## src/verilog/nnPkg.sv

```systemverilog
package nnPkg;

	// ------------------------------
	// datapath widths
	typedef logic signed [7:0] activation_t;
	typedef logic signed [7:0] weight_t;
	typedef logic signed [15:0] product_t;
	typedef logic signed [19:0] accum_t;	// 30 * 128 * 128 + 128 fits in 20 bits
	typedef logic [3:0] neuronIdx_t;
	typedef logic [4:0] inputIdx_t;
	typedef logic [11:0] apbAddr_t;
	typedef logic [31:0] apbData_t;

	localparam int NUM_NEURONS = 10;
	localparam int NUM_INPUTS = 30;
	localparam int ACT_MAX = 127;

	// ------------------------------
	// address map
	localparam apbAddr_t ADDR_CTRL = 12'h000;
	localparam apbAddr_t ADDR_STATUS = 12'h004;
	localparam apbAddr_t BASE_INPUT = 12'h100;
	localparam apbAddr_t BASE_BIAS = 12'h200;
	localparam apbAddr_t BASE_RESULT = 12'h300;
	localparam apbAddr_t BASE_WEIGHT = 12'h400;
	localparam int WEIGHT_STRIDE = 32;	// words per weight row

	typedef enum logic [2:0] {IDLE, BIAS, MAC, STORE, FINISH} ctrlState_t;

	// true when a falls inside a region of the given number of words
	function automatic logic inRegion(apbAddr_t a, apbAddr_t base, int words);
		return (int'(a) >= int'(base)) && (int'(a) < int'(base) + 4 * words);
	endfunction

	// word index within a flat region
	function automatic inputIdx_t regionIdx(apbAddr_t a, apbAddr_t base);
		apbAddr_t off;
		off = a - base;
		return off[6:2];
	endfunction

	function automatic neuronIdx_t weightRow(apbAddr_t a);
		apbAddr_t off;
		off = a - BASE_WEIGHT;
		return off[10:7];	// 32 word stride
	endfunction

	function automatic inputIdx_t weightCol(apbAddr_t a);
		apbAddr_t off;
		off = a - BASE_WEIGHT;
		return off[6:2];
	endfunction

	// columns 30 and 31 of each row are holes
	function automatic logic isWeightAddr(apbAddr_t a);
		return inRegion(a, BASE_WEIGHT, NUM_NEURONS * WEIGHT_STRIDE)
			&& (int'(weightCol(a)) < NUM_INPUTS);
	endfunction

endpackage

```

## src/verilog/layerCtrl.sv

```systemverilog
`timescale 1ns/100ps

module layerCtrl (
	input logic clk,
	input logic reset,
	input logic start,
	output logic busy,
	output logic done,
	output nnPkg::neuronIdx_t neuronSel,
	output nnPkg::inputIdx_t inputSel,
	output logic accLoad,
	output logic accEn,
	output logic resultWe
);
	import nnPkg::*;

	localparam neuronIdx_t LAST_NEURON = neuronIdx_t'(NUM_NEURONS - 1);
	localparam inputIdx_t LAST_INPUT = inputIdx_t'(NUM_INPUTS - 1);

	ctrlState_t state;

	// ------------------------------
	// sequencing
	always_ff @(posedge clk)
	begin
		if (reset)
		begin
			state <= IDLE;
			neuronSel <= '0;
			inputSel <= '0;
			done <= 1'b0;
		end
		else
		begin
			case (state)
				IDLE:
				begin
					if (start)
					begin
						state <= BIAS;
						neuronSel <= '0;
						inputSel <= '0;
						done <= 1'b0;	// cleared by each new run
					end
				end
				BIAS:
					state <= MAC;
				MAC:
				begin
					if (inputSel == LAST_INPUT)
					begin
						inputSel <= '0;
						state <= STORE;
					end
					else
						inputSel <= inputSel + 1'b1;
				end
				STORE:
				begin
					if (neuronSel == LAST_NEURON)
					begin
						neuronSel <= '0;
						state <= FINISH;
					end
					else
					begin
						neuronSel <= neuronSel + 1'b1;
						state <= BIAS;
					end
				end
				FINISH:
				begin
					done <= 1'b1;
					state <= IDLE;
				end
				default:
					state <= IDLE;
			endcase
		end
	end

	// 10 * (1 + 30 + 1) + 1 = 321 busy cycles
	assign busy = (state != IDLE);
	assign accLoad = (state == BIAS);
	assign accEn = (state == MAC);
	assign resultWe = (state == STORE);

endmodule

```

## config.mk

```make
export PLATFORM = sky130hd
export DESIGN_NAME = layerCtrl
export DESIGN_NICKNAME = d
export VERILOG_FILES = /design/src/verilog/nnPkg.sv /design/src/verilog/layerCtrl.sv
export SDC_FILE = /design/constraint.sdc
export NUM_CORES = 1
export LEC_CHECK = 0
export BUFFER_PORTS_ARGS = -buffer_cell sky130_fd_sc_hd__buf_2
export CELL_PAD_IN_SITES_DETAIL_PLACEMENT = 0
export CELL_PAD_IN_SITES_GLOBAL_PLACEMENT = 1
export CORE_MARGIN = 4
export CORE_UTILIZATION = 41
export DETAILED_ROUTE_END_ITERATION = 8
export PLACE_DENSITY_LB_ADDON = 0.1
export SLEW_MARGIN = 20
export SYNTH_ARGS = -nofsm -noshare
export SYNTH_HDL_FRONTEND = slang
export SYNTH_SLANG_ARGS = --single-unit
export TNS_END_PERCENT = 50
```

## constraint.sdc

```tcl
create_clock -name clk -period 3 [get_ports clk]
set_clock_uncertainty 0.05 [all_clocks]
set_input_delay 0.15 -clock clk [delete_from_list [all_inputs] [get_ports clk]]
set_output_delay 0.15 -clock clk [all_outputs]
set_load 0.02 [all_outputs]
```

==> flow_summary.ini <==
[worst_setup_path]
cp_slowest_stage_delay_ps = 430
crit_path_max_fanout = 6
worstSetupPathType = flip-flop to flip-flop
cp_cell_sequence = ha_1 > nand4_1 > a21o_1 > a2111oi_1
crit_slowest_cell = dfxtp_1
worst_setup_path_start_kind = flip-flop
arrival_ps = 1730
critical_path_required_ps = 3110
crit_path_end_kind = flip-flop

[detailed_routing]
dr.pass1.iters = 4
vias = 642
drtAntennaViolNets = 0
drt_wl_total_um = 1524
drc = 0
routed_via_density = 5.395
wl_per_cell_um = 12.81
initialDrtViolationCount = 7

[synth]
synth_warnings = 0
synth_cells = 79
ys_async_sr_fraction = 0
yosysTopAreaCell = dfxtp_1
syn_area_per_cell_sq_um = 9.202
syn_area_sq_um = 726.9
synth_edf_count = 0
synth_flop_cell = dfxtp_1
synth_top_area_frac = 0.3580
ys_seq_area_frac = 0.3580
synthTopCellsByArea = dfxtp_1 36%, ha_1 6.9%, nand3b_1 4.1%
ys_ff_latch = 13
syn_nets = 86
synth_cell_type_count = 39

[grt]
grt_start_max_net_pins = 12
use_met1 = 0.1989
grt_first_pass_wirelength_um = 2594
track_usage = 0.1354
grtUsageMet3 = 0.04217
antenna_found_initial = 0
grt_util_met2 = 0.1783
grt_busiest_layer = met1
grt_pass1_vias = 534
grt_overflow_total = 0

[floorplan]
start_util = 0.4560
core-area_sq_um = 1594
row_count = 14
io_pins = 17
dieArea_sq_um = 2511
die_h_um = 50.11
die_x_um = 50.11

[clock_tree]
cts_made_buffers = 3
hold_buffers = 0
cts_tree = yes
insertion_delay_ps = 270
htree_levels = 1
clock_sinks = 13
root_buffer = clkbuf_4
path_clk_slew_ps = 80
post_cts_buffers = 0
cts_resized = 0
cts_buffer_depth = 2

[layout]
diodes = 0
syn2layout_area_growth_pct = 14.46
drive_above_1_share = 0.2421
finalNetCount = 103

[placement]
place_congestion = 0.7263
dp_slack_ps = 1427
io_buffers = 16
post-dp-hpwl_um = 1121

[sta]
worstMarginPinSlew_ps = 346.1
period_share = 0.5387
rsz0062_at_grt = false
setup_tns_ps = 0
finalCriticalPeriod_ps = 1616
holdWs_ps = 144.9
slew_viol_final = 0
final_hold_viol_count = 0
slew_headroom = 0.7689
max_freq_mhz = 618.8
setup_viol = 0
fin_ws_ps = 1384

[power_and_ir_drop]
cellLeakagePower_nw = 0.3259
ir_worst_vdd_uv = 248.2
p_per_area_nw_per_um2 = 546.5

[run_status]
status = finished, final reports clean

[job]
max_cap_viol_count = 0

[min_path]
hold_path.class = primary input to flip-flop
layer usage:
| metal | wire [um] | share of wire |
|---|---|---|
| met1 | 757 | 0.50 |
| met4 | 10 | 0.0066 |
| met3 | 78 | 0.051 |
| met2 | 677 | 0.44 |
| met5 | 0 | 0 |
report_power, final:
group	internal (W)	leakage [nW]	switching, W	total [W]
clock	0.0000514	0.0150	0.0000554	0.000107
sequential	0.000185	0.105	0.0000277	0.000213
combinational	0.0000581	0.206	0.0000774	0.000135
cells in the mapped netlist (2+ instances only):
cell,count
a21oi_1,4
nand3b_1,4
ha_1,4
nand4_1,2
dfxtp_1,13
buf_6,2
nand2_1,4
nand3_1,2
inv_1,4
nor2_1,3
nor3_1,2
o21ai_0,4
a31oi_1,3
nand2b_1,3
path summary, 6_finish.rpt:
path	startpoint	endpoint	slack [ps]	cells after the start
max	inputSel[0]	state[0]	1380	4
min	reset	inputSel[3]	140	2
max reg2reg	inputSel[0]	state[0]	1380	4
min reg2reg	neuronSel[3]	neuronSel[3]	470	2
state kept, by name, indices dropped and copies added, names as in the netlist:
register / cells
inputSel: 5
neuronSel: 4
done: 1
state: 3
per-stage QoR:
step | util | instances | instance area [sq um] | power [W]
detailed placement | 0.5055 | 115 | 805.8 | 0.0003515
global route | 0.5220 | 119 | 832.0 | 0.0004899
finish | 0.5220 | 119 | 832.0 | 0.0004548
global placement | 0.5055 | 115 | 805.8 | 0.0003508
floorplan | - | 79 | 726.9 | 0.0003248
CTS | 0.5220 | 119 | 832.0 | 0.0004585
cell type report:
class                   count  area [sq um]
fillers                   174         762.0
multi-input cells          58         420.4
flip-flops and latches     13         260.3
repair buffers             16         80.08
well taps                  24         30.03
clock buffers               4         26.28
inverters                   4         15.01
cells by family (layout without fill, tap and decap cells):
| kind of cell | count (synthesis) | in the layout | share of synthesized area |
|---|---|---|---|
| flip-flops | 13 | 13 | 0.3580 |
| AND/OR/NAND/NOR | 31 | 31 | 0.2857 |
| adder cells (fa/ha/maj) | 4 | 4 | 0.06885 |
| XOR/XNOR | 1 | 1 | 0.01205 |
| AO/OA/AOI/OAI | 21 | 21 | 0.1980 |
| multiplexers | 1 | 1 | 0.01377 |
| buffers and inverters | 8 | 24 | 0.06366 |
worst max-delay path: cells and delay by family, from the launching register on:
| family | cells | cell delay, ps |
|---|---|---|
| compound gates | 2 | 590 |
| fa+ha+maj | 1 | 200 |
| flops | 1 | 430 |
| simple gates | 1 | 230 |
placed cells by master, fill, tap and decap left out, types with 3 or more instances in the layout:
cell | Yosys | final
inv_1 | 4 | 4
o21ai_0 | 4 | 4
nand3b_1 | 4 | 4
ha_1 | 4 | 4
clkbuf_4 | 0 | 3
nand2b_1 | 3 | 3
nor2_1 | 3 | 3
dfxtp_1 | 13 | 13
nand2_1 | 4 | 4
a31oi_1 | 3 | 3
a21oi_1 | 4 | 4
buf_2 | 1 | 16
No activity file was read; power rests on OpenSTA's default activity.
