--- src/verilog/nnPkg.sv ---
package nnPkg;

	// ------------------------------
	// datapath widths
	typedef logic signed [7:0] activation_t;
	typedef logic signed [7:0] weight_t;
	typedef logic signed [15:0] product_t;
	typedef logic signed [19:0] accum_t;	// 30 * 128 * 128 + 128 fits in 20 bits
	typedef logic [3:0] neuronIdx_t;
	typedef logic [4:0] inputIdx_t;
	typedef logic [11:0] apbAddr_t;
	typedef logic [31:0] apbData_t;

	localparam int NUM_NEURONS = 10;
	localparam int NUM_INPUTS = 30;
	localparam int ACT_MAX = 127;

	// ------------------------------
	// address map
	localparam apbAddr_t ADDR_CTRL = 12'h000;
	localparam apbAddr_t ADDR_STATUS = 12'h004;
	localparam apbAddr_t BASE_INPUT = 12'h100;
	localparam apbAddr_t BASE_BIAS = 12'h200;
	localparam apbAddr_t BASE_RESULT = 12'h300;
	localparam apbAddr_t BASE_WEIGHT = 12'h400;
	localparam int WEIGHT_STRIDE = 32;	// words per weight row

	typedef enum logic [2:0] {IDLE, BIAS, MAC, STORE, FINISH} ctrlState_t;

	// true when a falls inside a region of the given number of words
	function automatic logic inRegion(apbAddr_t a, apbAddr_t base, int words);
		return (int'(a) >= int'(base)) && (int'(a) < int'(base) + 4 * words);
	endfunction

	// word index within a flat region
	function automatic inputIdx_t regionIdx(apbAddr_t a, apbAddr_t base);
		apbAddr_t off;
		off = a - base;
		return off[6:2];
	endfunction

	function automatic neuronIdx_t weightRow(apbAddr_t a);
		apbAddr_t off;
		off = a - BASE_WEIGHT;
		return off[10:7];	// 32 word stride
	endfunction

	function automatic inputIdx_t weightCol(apbAddr_t a);
		apbAddr_t off;
		off = a - BASE_WEIGHT;
		return off[6:2];
	endfunction

	// columns 30 and 31 of each row are holes
	function automatic logic isWeightAddr(apbAddr_t a);
		return inRegion(a, BASE_WEIGHT, NUM_NEURONS * WEIGHT_STRIDE)
			&& (int'(weightCol(a)) < NUM_INPUTS);
	endfunction

endpackage

--- src/verilog/layerRegs.sv ---
`timescale 1ns/100ps

module layerRegs (
	input logic clk,
	input logic reset,
	input nnPkg::apbAddr_t paddr,
	input logic psel,
	input logic penable,
	input logic pwrite,
	input nnPkg::apbData_t pwdata,
	output nnPkg::apbData_t prdata,
	output logic pready,
	output logic pslverr,
	input logic busy,
	input logic done,
	output logic start,
	output logic paramWe,
	output nnPkg::apbAddr_t paramAddr,
	output nnPkg::weight_t paramWdata,
	input nnPkg::weight_t paramRdata,
	input nnPkg::activation_t result,
	output nnPkg::neuronIdx_t readSel
);
	import nnPkg::*;

	logic setupPhase;
	logic accessPhase;
	logic aligned;
	logic ctrlHit;
	logic statusHit;
	logic paramHit;
	logic resultHit;
	logic hitCtrl;
	logic hitStatus;
	logic hitParam;
	logic hitResult;
	logic mapped;
	logic writeErr;

	assign setupPhase = psel && !penable;
	assign accessPhase = psel && penable;

	// ------------------------------
	// address decode
	assign aligned = (paddr[1:0] == 2'b00);
	assign ctrlHit = (paddr == ADDR_CTRL);
	assign statusHit = (paddr == ADDR_STATUS);
	assign paramHit = aligned && (inRegion(paddr, BASE_INPUT, NUM_INPUTS)
		|| inRegion(paddr, BASE_BIAS, NUM_NEURONS) || isWeightAddr(paddr));
	assign resultHit = aligned && inRegion(paddr, BASE_RESULT, NUM_NEURONS);

	assign readSel = neuronIdx_t'(regionIdx(paddr, BASE_RESULT));

	// decode and read data are captured in setup, address is stable through access
	always_ff @(posedge clk)
	begin
		if (reset)
		begin
			hitCtrl <= 1'b0;
			hitStatus <= 1'b0;
			hitParam <= 1'b0;
			hitResult <= 1'b0;
		end
		else if (setupPhase)
		begin
			hitCtrl <= ctrlHit;
			hitStatus <= statusHit;
			hitParam <= paramHit;
			hitResult <= resultHit;
		end
	end

	always_ff @(posedge clk)
	begin
		if (setupPhase)
		begin
			if (statusHit)
				prdata <= {30'b0, done, busy};
			else if (paramHit)
				prdata <= {{24{paramRdata[7]}}, paramRdata};	// sign extend
			else if (resultHit)
				prdata <= {{24{result[7]}}, result};
			else
				prdata <= '0;	// ctrl reads back zero
		end
	end

	// ------------------------------
	// access phase response
	assign mapped = hitCtrl || hitStatus || hitParam || hitResult;
	assign writeErr = pwrite && (hitStatus || hitResult || (hitParam && busy)
		|| (hitCtrl && pwdata[0] && busy));

	assign pready = 1'b1;
	assign pslverr = accessPhase && (!mapped || writeErr);

	assign start = accessPhase && pwrite && hitCtrl && pwdata[0] && !busy;
	assign paramWe = accessPhase && pwrite && hitParam && !busy;
	assign paramAddr = paddr;
	assign paramWdata = pwdata[7:0];

endmodule

--- config.mk ---
export PLATFORM = sky130hd
export DESIGN_NAME = layerRegs
export DESIGN_NICKNAME = d
export VERILOG_FILES = /design/src/verilog/nnPkg.sv /design/src/verilog/layerRegs.sv
export SDC_FILE = /design/constraint.sdc
export NUM_CORES = 1
export LEC_CHECK = 0
export ABC_AREA = 1
export BUFFER_PORTS_ARGS = -buffer_cell sky130_fd_sc_hd__buf_2
export CAP_MARGIN = 20
export CORE_MARGIN = 1.5
export CORE_UTILIZATION = 39
export DETAILED_ROUTE_END_ITERATION = 8
export HOLD_SLACK_MARGIN = 0.08
export PLACE_DENSITY = 0.87
export RECOVER_POWER = 100
export REMOVE_ABC_BUFFERS = 1
export SYNTH_ARGS = -nofsm -noshare
export SYNTH_HDL_FRONTEND = slang
export SYNTH_SLANG_ARGS = --single-unit
export TNS_END_PERCENT = 10
--- constraint.sdc ---
create_clock -name clk -period 2.5 [get_ports clk]
set_clock_uncertainty 0.15 [all_clocks]
set_input_delay 0.375 -clock clk [delete_from_list [all_inputs] [get_ports clk]]
set_output_delay 0.375 -clock clk [all_outputs]
set_load 0.005 [all_outputs]
==> impl_metrics.json <==
{
  "routed-via-count": 1124,
  "gp_congestion": 0.703,
  "reg2reg_slack_ps": 1650,
  "yosysWarnings": 0,
  "grt_antenna_before_repair": 0,
  "worst_setup_path_start_kind": "primary input",
  "cp_slowest_cell": "clkinvlp_2",
  "final_cell_mix": "51 x buf_2, 38 x nand2_1, 36 x clkbuf_1",
  "ctsHoldBuffers": 0,
  "final_common_cell": "buf_2",
  "relSlewSlack_pct": 53.8,
  "dr.first_iter.drc_count": 16,
  "clock_sinks": 12,
  "root_buffer": "clkbuf_4",
  "hp-class": "in -> reg",
  "syn_area_um2": 1260,
  "cts_setup_buffers": 0,
  "tightest_slew_ps": 693,
  "io_buffers": 87,
  "die_x_um": 59.8,
  "core_area_um2": 3050,
  "critPathKind": "in -> reg",
  "setup_tns_ps": 0,
  "grt_max_degree": 26,
  "p_leak_nw": 0.717,
  "utilization_pct": 44.7,
  "ant_nets": 0,
  "viasPerCell": 4.16,
  "max_freq_ghz": 0.559,
  "multi_input_area_um2": 424,
  "path_cells": "clkbuf_1, nor2_1, nand2_2, nand2_1, nor2_2, nand3_1, clkinvlp_2, nand2_1, nand2_1, inv_1",
  "detail_route.first_pass.iterations": 4,
  "place_hpwl_um": 2210,
  "crit_required_ps": 2380,
  "p_per_area_nw_per_um2": 381,
  "dieArea_um2": 3580,
  "status": "finished clean",
  "filler_cell_count": 364,
  "cpMostUsedCell": "nand2_1",
  "layout_worst_path_cycle_share_pct": 71.5,
  "crit_path_max_fanout": 10,
  "max_stage_delay_ps": 300,
  "die_h_um": 59.8,
  "ios": 127,
  "ys_seq_area_share_pct": 25.4,
  "grt_pass1_wl_um": 3730,
  "cp_data_arrival_time_ps": 1670,
  "hold_viol_final": 0,
  "ys_ff_latch": 12,
  "initial_utilization_pct": 41.3,
  "area_growth_pct": 8.24,
  "num_rows": 20,
  "grt_setup_unrepaired": "no",
  "regArea_um2": 320,
  "clk_pin_slew_ps": 70,
  "drv_slew": 0,
  "clk_path_buf_depth": 2,
  "drive_gt1_share_pct": 29.6,
  "setup_viol_count_final": 0,
  "grt_overflow_total": 0,
  "crit_path_end_kind": "flop",
  "avgSynthCellArea_um2": 6.89,
  "period_needed_ps": 1790,
  "syn_inst": 183,
  "diodes": 0,
  "drc_errors": 0,
  "cts_resized": 0,
  "vdd_drop_max_mv": 0.116,
  "wl_per_cell_um": 9.96,
  "grt_pass1_vias": 900,
  "track_usage_pct": 13.9,
  "wl_um": 2690,
  "cts_tree": "yes",
  "yosysUniqueCellTypes": 23,
  "cts_buffers": 3,
  "layout.nets": 294,
  "maxCapViolCount": 0,
  "htreeDepth": 1,
  "insertion_delay_ps": 270
}
## registers in the layout, summed over array words and instances, names as in the netlist
| register | cells |
|---|---|
| hitParam | 1 |
| hitCtrl | 1 |
| hitResult | 1 |
| hitStatus | 1 |
| prdata | 8 |
## final timing paths
check / end / depth (start not counted) / startpoint
hold / removal: hitParam / 4 / reset
hold reg to reg: hitParam / 2 / hitParam
setup / recovery: prdata[3] / 10 / paddr[9]
setup reg to reg: hitCtrl / 2 / hitCtrl
## logic make-up (layout without fill, tap and decap cells)
family	Yosys count	in the layout	synth area share, %
AO/OA/AOI/OAI	17	17	7.25
buffers and inverters	84	127	39.7
flip-flops	12	12	25.4
other	1	1	0.298
AND/OR/NAND/NOR	69	69	27.3
## stage by stage
step	total power [mW]	worst slack, ps	cells	cell area [um^2]	hold WS [ps]
final	0.519	712	270	1360	229
after global routing	0.554	444	270	1360	247
after CTS	0.538	811	270	1430	226
after detailed placement	0.386	787	266	1390	382
after global placement	0.382	812	266	1390	372
after floorplan	0.293	920	134	892	355
## report_power, final
part	switching (mW)	total (mW)	internal (mW)
combinational	0.0755	0.136	0.0606
clock	0.0622	0.151	0.0885
sequential	0.00837	0.233	0.224
total	0.146	0.519	0.373
## cell type report
class,count,share of cell area (%)
Tap cell,44,4.04
Multi-Input combinational cell,87,31.1
Clock buffer,4,2.66
Sequential cell,12,23.5
Inverter,35,9.72
Timing Repair Buffer,88,29.0
## synthesized netlist by cell type (all sizes together)
cell type / number / area (um^2)
a21boi: 1 / 7.51
a21oi: 4 / 20.0
buf: 49 / 368
clkinv: 1 / 5.00
conb: 1 / 3.75
dfxtp: 4 / 80.1
edfxtp: 8 / 240
inv: 34 / 128
nand2: 39 / 151
nand3: 10 / 75.1
nand3b: 1 / 7.51
nand4: 2 / 12.5
nor2: 13 / 71.3
nor3: 3 / 20.0
nor4: 1 / 6.26
o21ai: 11 / 55.1
o32ai: 1 / 8.76
## metal layers
| metal | vias to the layer above | GRT usage, % | share of wire (%) |
|---|---|---|---|
| met2 | 60 | 22.5 | 46 |
| li1 | 599 | - | - |
| met4 | 0 | 5.08 | 0.48 |
| met3 | 4 | 8.23 | 14 |
| met5 | - | 0 | 0 |
| met1 | 461 | 14.9 | 40 |
## critical path, delay by kind of cell
kind                   cells  cell delay [ps]
buffers and inverters      3              510
and+or+nand+nor            7              780
No activity file was read; power rests on OpenSTA's default activity.
