**config.mk**
```make
export PLATFORM = sky130hd
export DESIGN_NAME = activationStore
export DESIGN_NICKNAME = d
export VERILOG_FILES = /design/src/verilog/nnPkg.sv /design/src/verilog/activationStore.sv
export SDC_FILE = /design/constraint.sdc
export NUM_CORES = 1
export LEC_CHECK = 0
export ABC_CLOCK_PERIOD_IN_PS = 2000
export BUFFER_PORTS_ARGS = -buffer_cell sky130_fd_sc_hd__buf_2
export CAP_MARGIN = 20
export CORE_MARGIN = 4
export CORE_UTILIZATION = 45
export DETAILED_ROUTE_END_ITERATION = 10
export RECOVER_POWER = 25
export SYNTH_ARGS = -nofsm -noshare
export SYNTH_HDL_FRONTEND = slang
export SYNTH_SLANG_ARGS = --single-unit
export TNS_END_PERCENT = 10
```
**constraint.sdc**
```tcl
create_clock -name clk -period 2 [get_ports clk]
set_clock_uncertainty 0.05 [all_clocks]
set_input_delay 0.1 -clock clk [delete_from_list [all_inputs] [get_ports clk]]
set_output_delay 0.1 -clock clk [all_outputs]
set_load 0.005 [all_outputs]
```
**src/verilog/nnPkg.sv**
```systemverilog
package nnPkg;

	// ------------------------------
	// datapath widths
	typedef logic signed [7:0] activation_t;
	typedef logic signed [7:0] weight_t;
	typedef logic signed [15:0] product_t;
	typedef logic signed [19:0] accum_t;	// 30 * 128 * 128 + 128 fits in 20 bits
	typedef logic [3:0] neuronIdx_t;
	typedef logic [4:0] inputIdx_t;
	typedef logic [11:0] apbAddr_t;
	typedef logic [31:0] apbData_t;

	localparam int NUM_NEURONS = 10;
	localparam int NUM_INPUTS = 30;
	localparam int ACT_MAX = 127;

	// ------------------------------
	// address map
	localparam apbAddr_t ADDR_CTRL = 12'h000;
	localparam apbAddr_t ADDR_STATUS = 12'h004;
	localparam apbAddr_t BASE_INPUT = 12'h100;
	localparam apbAddr_t BASE_BIAS = 12'h200;
	localparam apbAddr_t BASE_RESULT = 12'h300;
	localparam apbAddr_t BASE_WEIGHT = 12'h400;
	localparam int WEIGHT_STRIDE = 32;	// words per weight row

	typedef enum logic [2:0] {IDLE, BIAS, MAC, STORE, FINISH} ctrlState_t;

	// true when a falls inside a region of the given number of words
	function automatic logic inRegion(apbAddr_t a, apbAddr_t base, int words);
		return (int'(a) >= int'(base)) && (int'(a) < int'(base) + 4 * words);
	endfunction

	// word index within a flat region
	function automatic inputIdx_t regionIdx(apbAddr_t a, apbAddr_t base);
		apbAddr_t off;
		off = a - base;
		return off[6:2];
	endfunction

	function automatic neuronIdx_t weightRow(apbAddr_t a);
		apbAddr_t off;
		off = a - BASE_WEIGHT;
		return off[10:7];	// 32 word stride
	endfunction

	function automatic inputIdx_t weightCol(apbAddr_t a);
		apbAddr_t off;
		off = a - BASE_WEIGHT;
		return off[6:2];
	endfunction

	// columns 30 and 31 of each row are holes
	function automatic logic isWeightAddr(apbAddr_t a);
		return inRegion(a, BASE_WEIGHT, NUM_NEURONS * WEIGHT_STRIDE)
			&& (int'(weightCol(a)) < NUM_INPUTS);
	endfunction

endpackage

```
**src/verilog/activationStore.sv**
```systemverilog
`timescale 1ns/100ps

module activationStore (
	input logic clk,
	input logic reset,
	input logic resultWe,
	input nnPkg::neuronIdx_t neuronSel,
	input nnPkg::accum_t acc,
	input nnPkg::neuronIdx_t readSel,
	output nnPkg::activation_t result
);
	import nnPkg::*;

	activation_t resultMem [NUM_NEURONS];
	activation_t rectified;

	// relu, then clip to the 8 bit range
	always_comb
	begin
		if (acc < 0)
			rectified = '0;
		else if (acc > ACT_MAX)
			rectified = activation_t'(ACT_MAX);
		else
			rectified = acc[7:0];
	end

	always_ff @(posedge clk)
	begin
		if (reset)
		begin
			for (int n = 0; n < NUM_NEURONS; n++)
				resultMem[n] <= '0;
		end
		else if (resultWe)
			resultMem[neuronSel] <= rectified;
	end

	// readSel comes straight from the bus address
	assign result = (int'(readSel) < NUM_NEURONS) ? resultMem[readSel] : '0;

endmodule

```
==> impl_metrics.ini, run 1 <==
[critical_path]
worst-setup-path-type = reg2out
critPathRequiredTime_ns = 1.85
path_cells = mux2i_1, o22ai_1, o31a_1, buf_2
cp_max_fo = 1
critPathCaptureType = output port
cp_slowest_cell = edfxtp_1
worst-endpoint-arrival_ns = 1.50
critical-path-max-stage-delay_ns = 0.36
critPathBufInv = 1
critical_path.top_delay_family = compound AO/OA/AOI/OAI gates
startpoint_type = flop

[clocking]
cts.htree.levels = 3
cts_hold_fix_bufs = 0
cts.root.buffer_cell = clkbuf_8
cts_tree = built
clkTransAtPathRegs_ns = 0.08
cts_resized = 0
cts-buffers-inserted = 9
post_cts_setup_bufs = 0
max-clock-path-buffers = 2
num_clock_sinks = 80

[detailed_routing]
wirelength_um = 8610
antenna_violating_nets_post_route = 0
vias_per_cell = 5.55
post_drt_wl_per_cell_um = 19.1
drt-pass1-iter-count = 4
vias = 2498
drt_first_iter_violations = 123
remaining_drc_errors = 0

[power_and_ir_drop]
power_leakage_nw = 1.82
power_density_over_the_cells_nw_per_um2 = 843
finalPower_mw = 3.70
irDropWorstVdd_uv = 458

[hold_path]
timing.hold.worst.start = acc[4]
hold-path-cell-count = 3
hold_path.class = in2reg
hold_end = resultMem[9][4]

[final_layout]
largest_register_ffs = 80
multi_input_area_um2 = 1330
reg_top3 = resultMem x80
area.growth.synth_to_final_pct = 15.7
share_of_post_route_cells_with_drive_strength_above_1_pct = 22.0
num-fill-cells = 707
commonest_cells_after_routing_fill_and_taps_aside = nor2_1, edfxtp_1, mux2i_1
antenna_diode_count = 0
finish.net_count = 372
area.sequential_um2 = 2400
register_with_the_most_flip_flops = resultMem
instances_no_fill = 450

[timing]
worst_slew_margin_rel_pct = 61.9
period_minus_slack_ns = 1.65
holdWs_ns = 0.0915
final_min_period_over_clock_period_pct = 82.7
rsz_0062_raised_after_global_routing = no
tightest_slew_ns = 0.569
slew_violations = 0
fmax_mhz = 605
final_hold_viol_count = 0
setup_viol = 0
fin_tns_setup_ns = 0

[synth]
yosys.area.top_type_share_pct = 63.3
seq_area_frac_synth_pct = 63.3
yosysWarningCount = 0
post_synth_instance_area_um2 = 3800
syn-instance-count = 289
synthTopCellsByArea = edfxtp_1, mux2i_1, nor2_1
syn-mean-instance-area_um2 = 13.1
synth_top_area_cell = edfxtp_1
synth.ff_latch_count = 80
netlist-cell-type-count = 25

[placement]
dpl_cells = 435
port_buf_inserts = 38
hpwl_reported_at_the_end_of_detailed_placement_um = 5910
gpl.final_weighted_congestion = 0.781

[status]
outcome = finished clean

[global_routing]
grt_remaining_overflow = 0
gr-usage-all-layers_pct = 18.0
grt_max_degree = 17
grt_antenna_before_repair = 0
grt_pass1_vias = 2425
grt_pass1_wl_um = 13400

[run]
maxCapViolations = 0

[floorplanning]
floorplan.initialDensity_pct = 46.2
die-area_um2 = 9970
die_height_um = 99.8
design.core.area_um2 = 8220
rows = 33
floorplan.io_pins = 39
die_width_um = 99.8
==> routing by layer <==
layer	wire length, um	up-vias	global-route usage (%)
met5	0	-	0
met4	129	0	5.46
met3	470	9	3.61
met2	4070	84	28.1
met1	3950	1226	25.6
li1	-	1179	-
==> power by group <==
part | leakage [nW] | internal (mW) | switching (mW)
clock | 0.113 | 0.825 | 0.567
sequential | 0.769 | 1.95 | 0.0263
combinational | 0.937 | 0.129 | 0.200
==> final cells by class <==
type,count,share of cell area [%]
sequential,80,54.7
clock buffer,10,2.91
tap,105,2.99
clock inverter,5,2.42
timing repair buffer,52,6.58
multi-input combinational,198,30.4
==> per-stage QoR <==
stage	setup WS (ns)	utilization, %	area (um2)
after floorplan	0.383	-	3830
after detailed placement	0.138	50.7	4160
final	0.346	53.4	4390
after global placement	0.143	50.7	4160
after CTS	0.323	53.5	4400
after global routing	0.277	53.4	4390
==> how the worst max path moves through the flow <==
| stage | from | to | slack (ns) | cells past startpoint |
|---|---|---|---|---|
| 5_1_grt | resultMem[8][6] | result[6] | 0.28 | 4 |
| 4_1_cts | resultMem[8][6] | result[6] | 0.32 | 4 |
| 3_3_place_gp | acc[18] | resultMem[7][4] | 0.14 | 4 |
| 3_5_place_dp | acc[18] | resultMem[6][4] | 0.14 | 4 |
| 6_report | resultMem[8][6] | result[6] | 0.35 | 4 |
| 2_1_floorplan | acc[18] | resultMem[0][0] | 0.38 | 4 |
==> cells in the mapped netlist (all sizes together) <==
library cell  number
nand2b             5
nand2              2
buf               12
edfxtp            80
mux2i             40
o31a               8
nor3b              1
or2                2
nand4              3
o21bai             2
o22ai              8
nor4               7
a41o               1
clkbuf             8
or4                3
o221ai             8
a31o               7
conb               1
nor2b              5
nand3              6
nor2              80
==> cells by family (layout without fill, tap and decap cells) <==
family,after synthesis,after routing,share of synthesized area [%]
compound gates,34,34,7.28
mux,40,40,10.5
flops,80,80,63.3
buf+inv,20,67,2.47
other cells,1,10,0.0988
simple gates,114,114,16.3
Power figures use the tool's default switching activity.
==> inputs of run 2 (changes only) <==
--- a/config.mk
+++ b/config.mk
@@ -5,12 +5,13 @@
 export SDC_FILE = /design/constraint.sdc
 export NUM_CORES = 1
 export LEC_CHECK = 0
-export ABC_CLOCK_PERIOD_IN_PS = 2000
+export ABC_CLOCK_PERIOD_IN_PS = 1500
 export BUFFER_PORTS_ARGS = -buffer_cell sky130_fd_sc_hd__buf_2
 export CAP_MARGIN = 20
 export CORE_MARGIN = 4
 export CORE_UTILIZATION = 45
 export DETAILED_ROUTE_END_ITERATION = 10
+export PLACE_DENSITY = 0.66
 export RECOVER_POWER = 25
 export SYNTH_ARGS = -nofsm -noshare
 export SYNTH_HDL_FRONTEND = slang
==> constraint.sdc (replaced) <==
create_clock -name clk -period 1.5 [get_ports clk]
set_clock_uncertainty 0.05 [all_clocks]
set_input_delay 0.075 -clock clk [delete_from_list [all_inputs] [get_ports clk]]
set_output_delay 0.075 -clock clk [all_outputs]
set_load 0.005 [all_outputs]
==> impl_metrics.ini, run 2 (synthesized netlist as in run 1, its figures left out) <==
[critical_path]
critPathRequiredTime_ns = 1.37
cp_max_fo = 9
startpoint_type = primary input
crit_path_end = result[5]
worst-endpoint-arrival_ns = 1.40
critPathLaunch = readSel[3]
worst-setup-path-type = in2out
critPathCaptureType = output port

[floorplanning]
floorplan.io_pins = 39
die-area_um2 = 9970
floorplan.initialDensity_pct = 46.2
die_height_um = 99.8
rows = 33
design.core.area_um2 = 8220
die_width_um = 99.8

[clocking]
cts.root.buffer_cell = clkbuf_8
cts.htree.levels = 3
cts-buffers-inserted = 9
post_cts_setup_bufs = 0
clkTransAtPathRegs_ns = 0.08
cts_tree = built
max-clock-path-buffers = 2
num_clock_sinks = 80

[global_routing]
grt_antenna_before_repair = 0
grt_pass1_vias = 2501
gr-usage-all-layers_pct = 19.0
grt_max_degree = 17
grt_pass1_wl_um = 13900
grt_remaining_overflow = 0

[timing]
worst_slack_ns = -0.0293
setup_viol = 3
final_hold_viol_count = 0
rsz_0062_raised_after_global_routing = yes
tightest_slew_ns = 0.615
fin_tns_setup_ns = -0.0444
fmax_mhz = 654
slew_violations = 0
final_min_period_over_clock_period_pct = 102
worst_slew_margin_rel_pct = 59.0
period_minus_slack_ns = 1.53

[final_layout]
instances_no_fill = 465
commonest_cells_after_routing_fill_and_taps_aside = nor2_1, edfxtp_1, mux2i_1
post_route_standard_cell_area_excluding_fillers_um2 = 4530
area.growth.synth_to_final_pct = 19.3
largest_register_ffs = 80
finish.net_count = 386
register_with_the_most_flip_flops = resultMem
reg_top3 = resultMem x80
share_of_post_route_cells_with_drive_strength_above_1_pct = 25.6
num-fill-cells = 685
antenna_diode_count = 0
post_route_core_utilization_pct = 55.1

[detailed_routing]
drt-pass1-iter-count = 4
vias = 2601
antenna_violating_nets_post_route = 0
vias_per_cell = 5.59
drt_first_iter_violations = 148
remaining_drc_errors = 0
wirelength_um = 8980
post_drt_wl_per_cell_um = 19.3

[hold_path]
hold_path.class = in2reg

[power_and_ir_drop]
power_leakage_nw = 1.89
finalPower_mw = 4.81
power_density_over_the_cells_nw_per_um2 = 1060
irDropWorstVdd_uv = 480

[placement]
place_area_um2 = 4310
gpl.final_weighted_congestion = 0.790
hpwl_reported_at_the_end_of_detailed_placement_um = 6030
dpl_cells = 449
port_buf_inserts = 38

[status]
failed_checks = setup timing
outcome = complete, but fails checks

[run]
maxCapViolations = 0
## run 2: cell count changes in the layout (fill, tap and decap cells not counted), sizes merged
cell | before | now
buf | 49 | 63
bufinv | 3 | 2
clkbuf | 13 | 14
clkinv | 1 | 2
## run 2: repair_timing
action / 4_1_cts / 5_1_grt
hold buffers: 0 / 0
pin swaps: 6 / 8
setup endpoints to repair: 7 / 8
resized for setup: 2 / 1
## run 2: report_power, final
part	total [mW]	switching [mW]	internal, mW
sequential	2.64	0.0364	2.60
clock	1.70	0.758	0.939
combinational	0.479	0.280	0.198
total	4.81	1.07	3.74
## run 2: worst max-delay path, cell delays in order
cell and delay, ns:
buf_2 0.18, nand2b_1 0.40, o221ai_1 0.41, o31a_1 0.22, buf_2 0.12
## run 2: cell type report
class	instances	area [um2]	area share, %
repair buffers	66	432	9.53
well taps	105	131	2.90
clock inverters	5	81.3	1.80
flip-flops and latches	80	2400	53.0
multi-input cells	198	1350	29.9
clock buffers	11	131	2.90
## run 2: per-stage QoR
stage	hold WS (ns)	setup WS, ns
finish	0.175	-0.0293
global route	0.166	-0.0850
CTS	0.168	-0.0252
detailed placement	0.529	-0.222
global placement	0.524	-0.202
floorplan	0.256	-0.0915
## run 2: metal layers
layer | part of all wire (%) | wire length [um] | vias up | track usage (%)
li1 | - | - | 1204 | -
met5 | 0 | 0 | - | 0
met1 | 44 | 3990 | 1281 | 26.8
met3 | 5.7 | 515 | 9 | 2.99
met4 | 1.1 | 102 | 0 | 6.20
met2 | 49 | 4360 | 107 | 30.4
## run 2: how the worst min path moves through the flow
stage               startpoint         endpoint  cells past startpoint
floorplan               acc[0]  resultMem[9][0]                      2
global placement        acc[4]  resultMem[9][4]                      4
detailed placement      acc[4]  resultMem[9][4]                      4
CTS                     acc[4]  resultMem[9][4]                      4
global route            acc[2]  resultMem[9][2]                      4
finish                  acc[4]  resultMem[9][4]                      4
