$ cat src/verilog/nnPkg.sv
package nnPkg;

	// ------------------------------
	// datapath widths
	typedef logic signed [7:0] activation_t;
	typedef logic signed [7:0] weight_t;
	typedef logic signed [15:0] product_t;
	typedef logic signed [19:0] accum_t;	// 30 * 128 * 128 + 128 fits in 20 bits
	typedef logic [3:0] neuronIdx_t;
	typedef logic [4:0] inputIdx_t;
	typedef logic [11:0] apbAddr_t;
	typedef logic [31:0] apbData_t;

	localparam int NUM_NEURONS = 10;
	localparam int NUM_INPUTS = 30;
	localparam int ACT_MAX = 127;

	// ------------------------------
	// address map
	localparam apbAddr_t ADDR_CTRL = 12'h000;
	localparam apbAddr_t ADDR_STATUS = 12'h004;
	localparam apbAddr_t BASE_INPUT = 12'h100;
	localparam apbAddr_t BASE_BIAS = 12'h200;
	localparam apbAddr_t BASE_RESULT = 12'h300;
	localparam apbAddr_t BASE_WEIGHT = 12'h400;
	localparam int WEIGHT_STRIDE = 32;	// words per weight row

	typedef enum logic [2:0] {IDLE, BIAS, MAC, STORE, FINISH} ctrlState_t;

	// true when a falls inside a region of the given number of words
	function automatic logic inRegion(apbAddr_t a, apbAddr_t base, int words);
		return (int'(a) >= int'(base)) && (int'(a) < int'(base) + 4 * words);
	endfunction

	// word index within a flat region
	function automatic inputIdx_t regionIdx(apbAddr_t a, apbAddr_t base);
		apbAddr_t off;
		off = a - base;
		return off[6:2];
	endfunction

	function automatic neuronIdx_t weightRow(apbAddr_t a);
		apbAddr_t off;
		off = a - BASE_WEIGHT;
		return off[10:7];	// 32 word stride
	endfunction

	function automatic inputIdx_t weightCol(apbAddr_t a);
		apbAddr_t off;
		off = a - BASE_WEIGHT;
		return off[6:2];
	endfunction

	// columns 30 and 31 of each row are holes
	function automatic logic isWeightAddr(apbAddr_t a);
		return inRegion(a, BASE_WEIGHT, NUM_NEURONS * WEIGHT_STRIDE)
			&& (int'(weightCol(a)) < NUM_INPUTS);
	endfunction

endpackage

$ cat src/verilog/neuronMac.sv
`timescale 1ns/100ps

module neuronMac (
	input logic clk,
	input logic reset,
	input logic accLoad,
	input logic accEn,
	input nnPkg::weight_t bias,
	input nnPkg::weight_t weight,
	input nnPkg::activation_t activation,
	output nnPkg::accum_t acc
);
	import nnPkg::*;

	product_t product;

	assign product = weight * activation;	// signed 8x8

	always_ff @(posedge clk)
	begin
		if (reset)
			acc <= '0;
		else if (accLoad)
			acc <= accum_t'(bias);	// sign extended
		else if (accEn)
			acc <= acc + accum_t'(product);
	end

endmodule

$ cat config.mk
export PLATFORM = sky130hd
export DESIGN_NAME = neuronMac
export DESIGN_NICKNAME = d
export VERILOG_FILES = /design/src/verilog/nnPkg.sv /design/src/verilog/neuronMac.sv
export SDC_FILE = /design/constraint.sdc
export NUM_CORES = 1
export LEC_CHECK = 0
export BUFFER_PORTS_ARGS = -buffer_cell sky130_fd_sc_hd__buf_2
export CELL_PAD_IN_SITES_DETAIL_PLACEMENT = 0
export CELL_PAD_IN_SITES_GLOBAL_PLACEMENT = 1
export CORE_ASPECT_RATIO = 1.5
export CORE_UTILIZATION = 48
export CTS_BUF_LIST = sky130_fd_sc_hd__clkbuf_8
export CTS_CLUSTER_DIAMETER = 100
export CTS_CLUSTER_SIZE = 40
export DETAILED_ROUTE_END_ITERATION = 16
export GPL_ROUTABILITY_DRIVEN = 0
export PLACE_DENSITY = 0.93
export SETUP_SLACK_MARGIN = 0.05
export SYNTH_ARGS = -nofsm -noshare
export SYNTH_HDL_FRONTEND = slang
export SYNTH_SLANG_ARGS = --single-unit
export TNS_END_PERCENT = 50
$ cat constraint.sdc
create_clock -name clk -period 6.07 [get_ports clk]
set_clock_uncertainty 0.05 [all_clocks]
set_input_delay 0.607 -clock clk [delete_from_list [all_inputs] [get_ports clk]]
set_output_delay 0.607 -clock clk [all_outputs]
set_load 0.005 [all_outputs]
==> run summary, run 1 <==
Largest family of logic cells by synthesized area -> adder cells
Slowest stage delay, CP -> 600 ps
Yosys cell types -> 36
CP required -> 6180 ps
Syn Std Cell Area -> 0.004349 mm^2
Synth Area in XOR/XNOR -> 4.028%
Inserted Clock Buffers -> 3
Hold path endpoint -> acc[3]$_SDFFE_PP0P_
Critical path type -> in2reg
Routed len/inst -> 14.63 um
Hold Crit Depth -> 3
Fmax -> 189.4 MHz
Cts repair resizes -> 0
Ys flop type -> dfxtp_1
RSZ-0062 raised after global routing -> no
Seq. cell area -> 400.4 um^2
Final slew viol count -> 0
Post-CTS Repair Setup Buffers -> 0
Residual DRC -> 0
Nets -> 661
Setup ws final -> 791.2 ps
CTS tree -> done
Final min period -> 5279 ps
Initial drt markers -> 65
First-pass GRT wire length -> 15.99 mm
N_diodes -> 0
Mapped Avg Cell Area -> 9.559 um^2
Final HPWL from detailed placement -> 7.955 mm
Top cells by area, synth -> fa_1 (41%), ha_1 (13%), dfxtp_1 (9.2%)
FF-to-FF End -> acc[14]$_SDFFE_PP0P_
Post-Synthesis Net Count -> 617
Async set-reset flop share out of synthesis -> 0%
GR Layer Usage met1 -> 25.82%
Yosys reg bits -> 20
Flop-to-flop setup slack -> 1270 ps
Largest reg by FF count -> acc
Post-DP Area -> 0.004651 mm^2
CP max FO -> 12
Dominant cell type by area after synthesis -> fa_1
Die span in x -> 79.72 um
CTS Hold Bufs -> 0
# setup viols final -> 0
Area grow syn2layout -> 8.573%
Adder-cell area share of the yosys netlist -> 53.74%
HP Start -> bias[3]
GRT Util Overall -> 21.48%
HP Class -> in2reg
Biggest regs -> acc (20)
H-tree level count -> 1
Worst R2R Path Depth -> 18
CP endpoint kind -> flop
Simple-Gate Fraction of Synth Area -> 10.96%
GR Util met3 -> 1.236%
Clock slew at reported path FFs -> 70 ps
Die Ht -> 118.6 um
Layout cell share with drive strength beyond 1 -> 11.24%
Die area -> 0.009453 mm^2
Detailed-route via count -> 3147
Clock root buffer -> clkbuf_8
Longest Clk Path Bufs -> 2
Via density -> 5.176
Grt total ovfl -> 0
Ys Warns -> 0
Post-synthesis mux area share -> 1.640%
Pre-CTS setup slack -> 470.2 ps
FP Rows -> 42
Crit path max-delay cell type -> and2_1
Initial Util -> 49.26%
Yosys top cell area share -> 40.51%
Fin crit share -> 86.97%
Status -> complete, no violations
CP Cell Sequence -> buf_2 > and2_1 > fa_1 > fa_1 > fa_1 > fa_1 > ha_1 > ha_1 > o21a_1 > o21a_1 > o2111ai_1 > nand2_1 > xor2_1 > mux2_2 > o21a_1
Worst Setup Start Kind -> input pin
Area of the multi-input gates -> 0.003510 mm^2
Worst-Margin Slew -> 968.0 ps
Number of synthesized flops with an enable pin -> 0
Clock latency on the worst-skew pair -> 260 ps
Top Ports -> 48
Port Buffers -> 47
Post-synthesis sequential area ratio -> 9.206%
Core box area -> 0.008828 mm^2
Post-synthesis compound-gate area fraction -> 10.33%
Grt met2 use -> 38.25%
Post-route ant nets -> 0
Max Cap Viol -> 0
Final hold viol count -> 0
WL final -> 8.895 mm
FF-to-FF Start -> acc[4]$_SDFFE_PP0P_
Fin area -> 0.004722 mm^2
Largest net degree at the start of global routing -> 31
Final Util -> 53.49%
Worst EP arrival -> 5380 ps
Fin Setup TNS -> 0 ps
GR peak layer -> met2
Largest register FFs -> 20
CTS sink count -> 20
Most frequent CP cell -> fa_1
TritonRoute pass-1 iters -> 4
Vias in the first global route -> 3503
Filler Cells Inserted -> 824
Initial antenna violation count -> 0
Synth Instances -> 455
Max-slew headroom -> 35.47%
-- metal layers --
layer	part of all wire (%)	routed length, um	vias to the layer above
met5	0	0	-
met4	4.4	391	0
met3	2.6	234	28
met2	54	4808	67
met1	39	3460	1555
li1	-	-	1497
-- layout by cell type (no fill, tap or decap), types with 2 or more instances in the layout --
cell type | netlist | routed
inv_1 | 95 | 95
fa_1 | 88 | 88
buf_2 | 0 | 47
ha_1 | 46 | 46
and2_1 | 32 | 32
nor2_1 | 32 | 32
nand2_1 | 28 | 28
a21oi_1 | 21 | 21
dfxtp_1 | 20 | 20
o21a_1 | 16 | 16
xnor2_1 | 12 | 12
o21ai_0 | 9 | 9
xor2_1 | 8 | 8
a211oi_1 | 6 | 6
mux2i_1 | 6 | 6
o31ai_1 | 4 | 4
a21o_1 | 4 | 4
clkbuf_8 | 3 | 3
o21bai_1 | 2 | 2
a21oi_2 | 2 | 2
nand4_1 | 2 | 2
-- final cells by class --
cell class	count	share of cell area [%]
multi-input combinational	330	74.32
sequential	20	8.479
inverter	96	7.631
timing repair buffer	48	5.140
tap	110	2.915
clock buffer	3	0.8744
clock inverter	1	0.6359
-- cells by family (layout without fill, tap and decap cells) --
logic type | Yosys count | count (layout)
AO/OA/AOI/OAI | 69 | 69
XOR/XNOR | 20 | 20
adder cells (fa/ha/maj) | 134 | 134
buffers and inverters | 105 | 148
flip-flops | 20 | 20
multiplexers | 7 | 7
AND/OR/NAND/NOR | 100 | 100
-- synth_stat cells (2+ instances only) --
| cell | number |
|---|---|
| a211oi_1 | 6 |
| a21o_1 | 4 |
| a21oi_1 | 21 |
| a21oi_2 | 2 |
| and2_1 | 32 |
| buf_4 | 2 |
| clkbuf_1 | 3 |
| clkbuf_8 | 3 |
| dfxtp_1 | 20 |
| fa_1 | 88 |
| ha_1 | 46 |
| inv_1 | 95 |
| mux2i_1 | 6 |
| nand2_1 | 28 |
| nand4_1 | 2 |
| nor2_1 | 32 |
| o21a_1 | 16 |
| o21ai_0 | 9 |
| o21bai_1 | 2 |
| o31ai_1 | 4 |
| xnor2_1 | 12 |
| xor2_1 | 8 |
-- per-stage QoR --
step / hold WS [ps] / instances
after floorplan: 511.9 / 455
after global placement: 534.3 / 604
after detailed placement: 552.7 / 604
after CTS: 535.2 / 608
after global routing: 562.9 / 608
final: 540.3 / 608
-- worst max-delay path, delay by kind of cell --
family          cells  cell delay, ps
compound gates      4             750
buf+inv             1             170
xor+xnor            1             160
mux                 1             260
fa+ha+maj           6            2730
simple gates        2             720
-- worst max path at each step --
stage             startpoint              endpoint  slack, ps  depth (start not counted)
3_3_place_gp   activation[1]  acc[14]$_SDFFE_PP0P_        640                         15
5_1_grt        activation[1]  acc[17]$_SDFFE_PP0P_        540                         14
6_report       activation[1]  acc[14]$_SDFFE_PP0P_        790                         15
4_1_cts        activation[1]  acc[14]$_SDFFE_PP0P_        740                         15
2_1_floorplan  activation[0]  acc[15]$_SDFFE_PP0P_        670                         15
3_5_place_dp   activation[1]  acc[14]$_SDFFE_PP0P_        470                         15
Power of run 1 is left out: the tool's default activity adds up to more than one toggle a clock period on the data nets, which glitch-free logic cannot reach.
==> inputs of run 2 (changes only) <==
--- a/config.mk
+++ b/config.mk
@@ -15,7 +15,7 @@
 export CTS_CLUSTER_SIZE = 40
 export DETAILED_ROUTE_END_ITERATION = 16
 export GPL_ROUTABILITY_DRIVEN = 0
-export PLACE_DENSITY = 0.93
+export PLACE_DENSITY_LB_ADDON = 0.3
 export SETUP_SLACK_MARGIN = 0.05
 export SYNTH_ARGS = -nofsm -noshare
 export SYNTH_HDL_FRONTEND = slang
==> run summary, run 2 (synthesis gave the netlist of run 1 again) <==
FF-to-FF Start -> acc[4]$_SDFFE_PP0P_
Residual DRC -> 0
Metal3 WL -> 164 um
Clock latency on the worst-skew pair -> 260 ps
Post-DP Area -> 0.004651 mm^2
GRT Util Overall -> 20.35%
Flop-to-flop setup slack -> 1260 ps
Port Buffers -> 47
Cts repair resizes -> 0
CTS tree -> done
Initial drt markers -> 68
WL final -> 8.808 mm
Die area -> 0.009453 mm^2
Hold_ws -> 527.8 ps
Biggest regs -> acc (20)
Grt total ovfl -> 0
Fin crit share -> 86.44%
FF-to-FF End -> acc[14]$_SDFFE_PP0P_
Core box area -> 0.008828 mm^2
FP Rows -> 42
CP required -> 6180 ps
Largest reg by FF count -> acc
Worst-Margin Slew -> 1009 ps
Inserted Clock Buffers -> 3
TritonRoute pass-1 iters -> 4
Post-CTS Repair Setup Buffers -> 0
Max Cap Viol -> 0
Area grow syn2layout -> 8.199%
Commonest cells after routing, fill and taps aside -> inv_1 (95), fa_1 (88), buf_2 (47)
Layout cell share with drive strength beyond 1 -> 11.24%
Hold Crit Depth -> 3
Top routing layer in use -> met4
Crit path max-delay cell type -> and2_1
Detailed-route via count -> 3089
Post-route ant nets -> 0
Vias in the first global route -> 3306
Final slew viol count -> 0
N_diodes -> 0
HP Start -> bias[6]
Largest register FFs -> 20
Clock slew at reported path FFs -> 70 ps
Routed len/inst -> 14.49 um
Initial antenna violation count -> 0
Initial Util -> 49.26%
Clock root buffer -> clkbuf_8
Worst EP arrival -> 5350 ps
Max-slew headroom -> 32.71%
Die span in x -> 79.72 um
# setup viols final -> 0
Fin Setup TNS -> 0 ps
Final hold viol count -> 0
Top Ports -> 48
Critical path type -> in2reg
Worst Setup Start Kind -> input pin
HP Class -> in2reg
Met1 WL -> 3.558 mm
Worst R2R Path Depth -> 18
Status -> complete, no violations
Fin area -> 0.004706 mm^2
Filler Cells Inserted -> 871
CP Cell Sequence -> buf_2 > and2_1 > fa_1 > fa_1 > fa_1 > fa_1 > ha_1 > ha_1 > o21a_1 > o21a_1 > o2111ai_1 > nand2_1 > xor2_1 > mux2_2 > o21a_1
Slowest stage delay, CP -> 600 ps
CTS Hold Bufs -> 0
Met2 WL post-DR -> 4.968 mm
Commonest non-fill, non-tap cell in the layout -> inv_1
Via density -> 5.081
Largest net degree at the start of global routing -> 31
CP endpoint kind -> flop
Hold path endpoint -> acc[6]$_SDFFE_PP0P_
Final HPWL from detailed placement -> 7.837 mm
Most frequent CP cell -> fa_1
First-pass GRT wire length -> 15.14 mm
Final min period -> 5247 ps
H-tree level count -> 1
Longest Clk Path Bufs -> 2
CP max FO -> 12
Final Util -> 53.30%
CTS sink count -> 20
RSZ-0062 raised after global routing -> no
Fmax -> 190.6 MHz
Nets -> 661
Die Ht -> 118.6 um
## run 2: cell types whose count changed in the layout (fill, tap and decap cells not counted)
| cell | change |
|---|---|
| clkbuf_8 | +1 |
| bufinv_16 | -1 |
## run 2: area by class of cell
class | instances | area, um^2 | area share, %
repair buffers | 48 | 242.7 | 5.158
well taps | 110 | 137.6 | 2.925
multi-input cells | 330 | 3510 | 74.58
flip-flops and latches | 20 | 400.4 | 8.508
clock buffers | 4 | 55.05 | 1.170
inverters | 96 | 360.3 | 7.658
## run 2: worst max path at each step
| stage | start | endpoint | slack, ps | cells after the start |
|---|---|---|---|---|
| 2_1_floorplan | activation[0] | acc[15]$_SDFFE_PP0P_ | 670 | 15 |
| 3_3_place_gp | activation[1] | acc[19]$_SDFFE_PP0P_ | 620 | 17 |
| 3_5_place_dp | activation[1] | acc[14]$_SDFFE_PP0P_ | 550 | 15 |
| 4_1_cts | activation[1] | acc[14]$_SDFFE_PP0P_ | 810 | 15 |
| 5_1_grt | activation[1] | acc[14]$_SDFFE_PP0P_ | 610 | 15 |
| 6_report | activation[1] | acc[14]$_SDFFE_PP0P_ | 820 | 15 |
## run 2: critical path, delay by kind of cell
| family | cells | cell delay (ps) |
|---|---|---|
| AO/OA/AOI/OAI | 4 | 740 |
| XOR/XNOR | 1 | 150 |
| adder cells (fa/ha/maj) | 6 | 2680 |
| buffers and inverters | 1 | 170 |
| multiplexers | 1 | 270 |
| AND/OR/NAND/NOR | 2 | 730 |
## run 2: layer usage
metal  vias up  track usage, %
li1       1503               -
met1      1530           24.57
met2        46           39.05
met3        10           1.081
met4         0           3.295
met5         -               0
## run 2: through the flow
stage	setup slack (ps)	cells
2_1_floorplan	670.7	455
3_3_place_gp	617.9	604
3_5_place_dp	545.2	604
4_1_cts	807.6	608
5_1_grt	609.8	608
6_report	823.4	608
Power of run 2 is left out for the same reason.
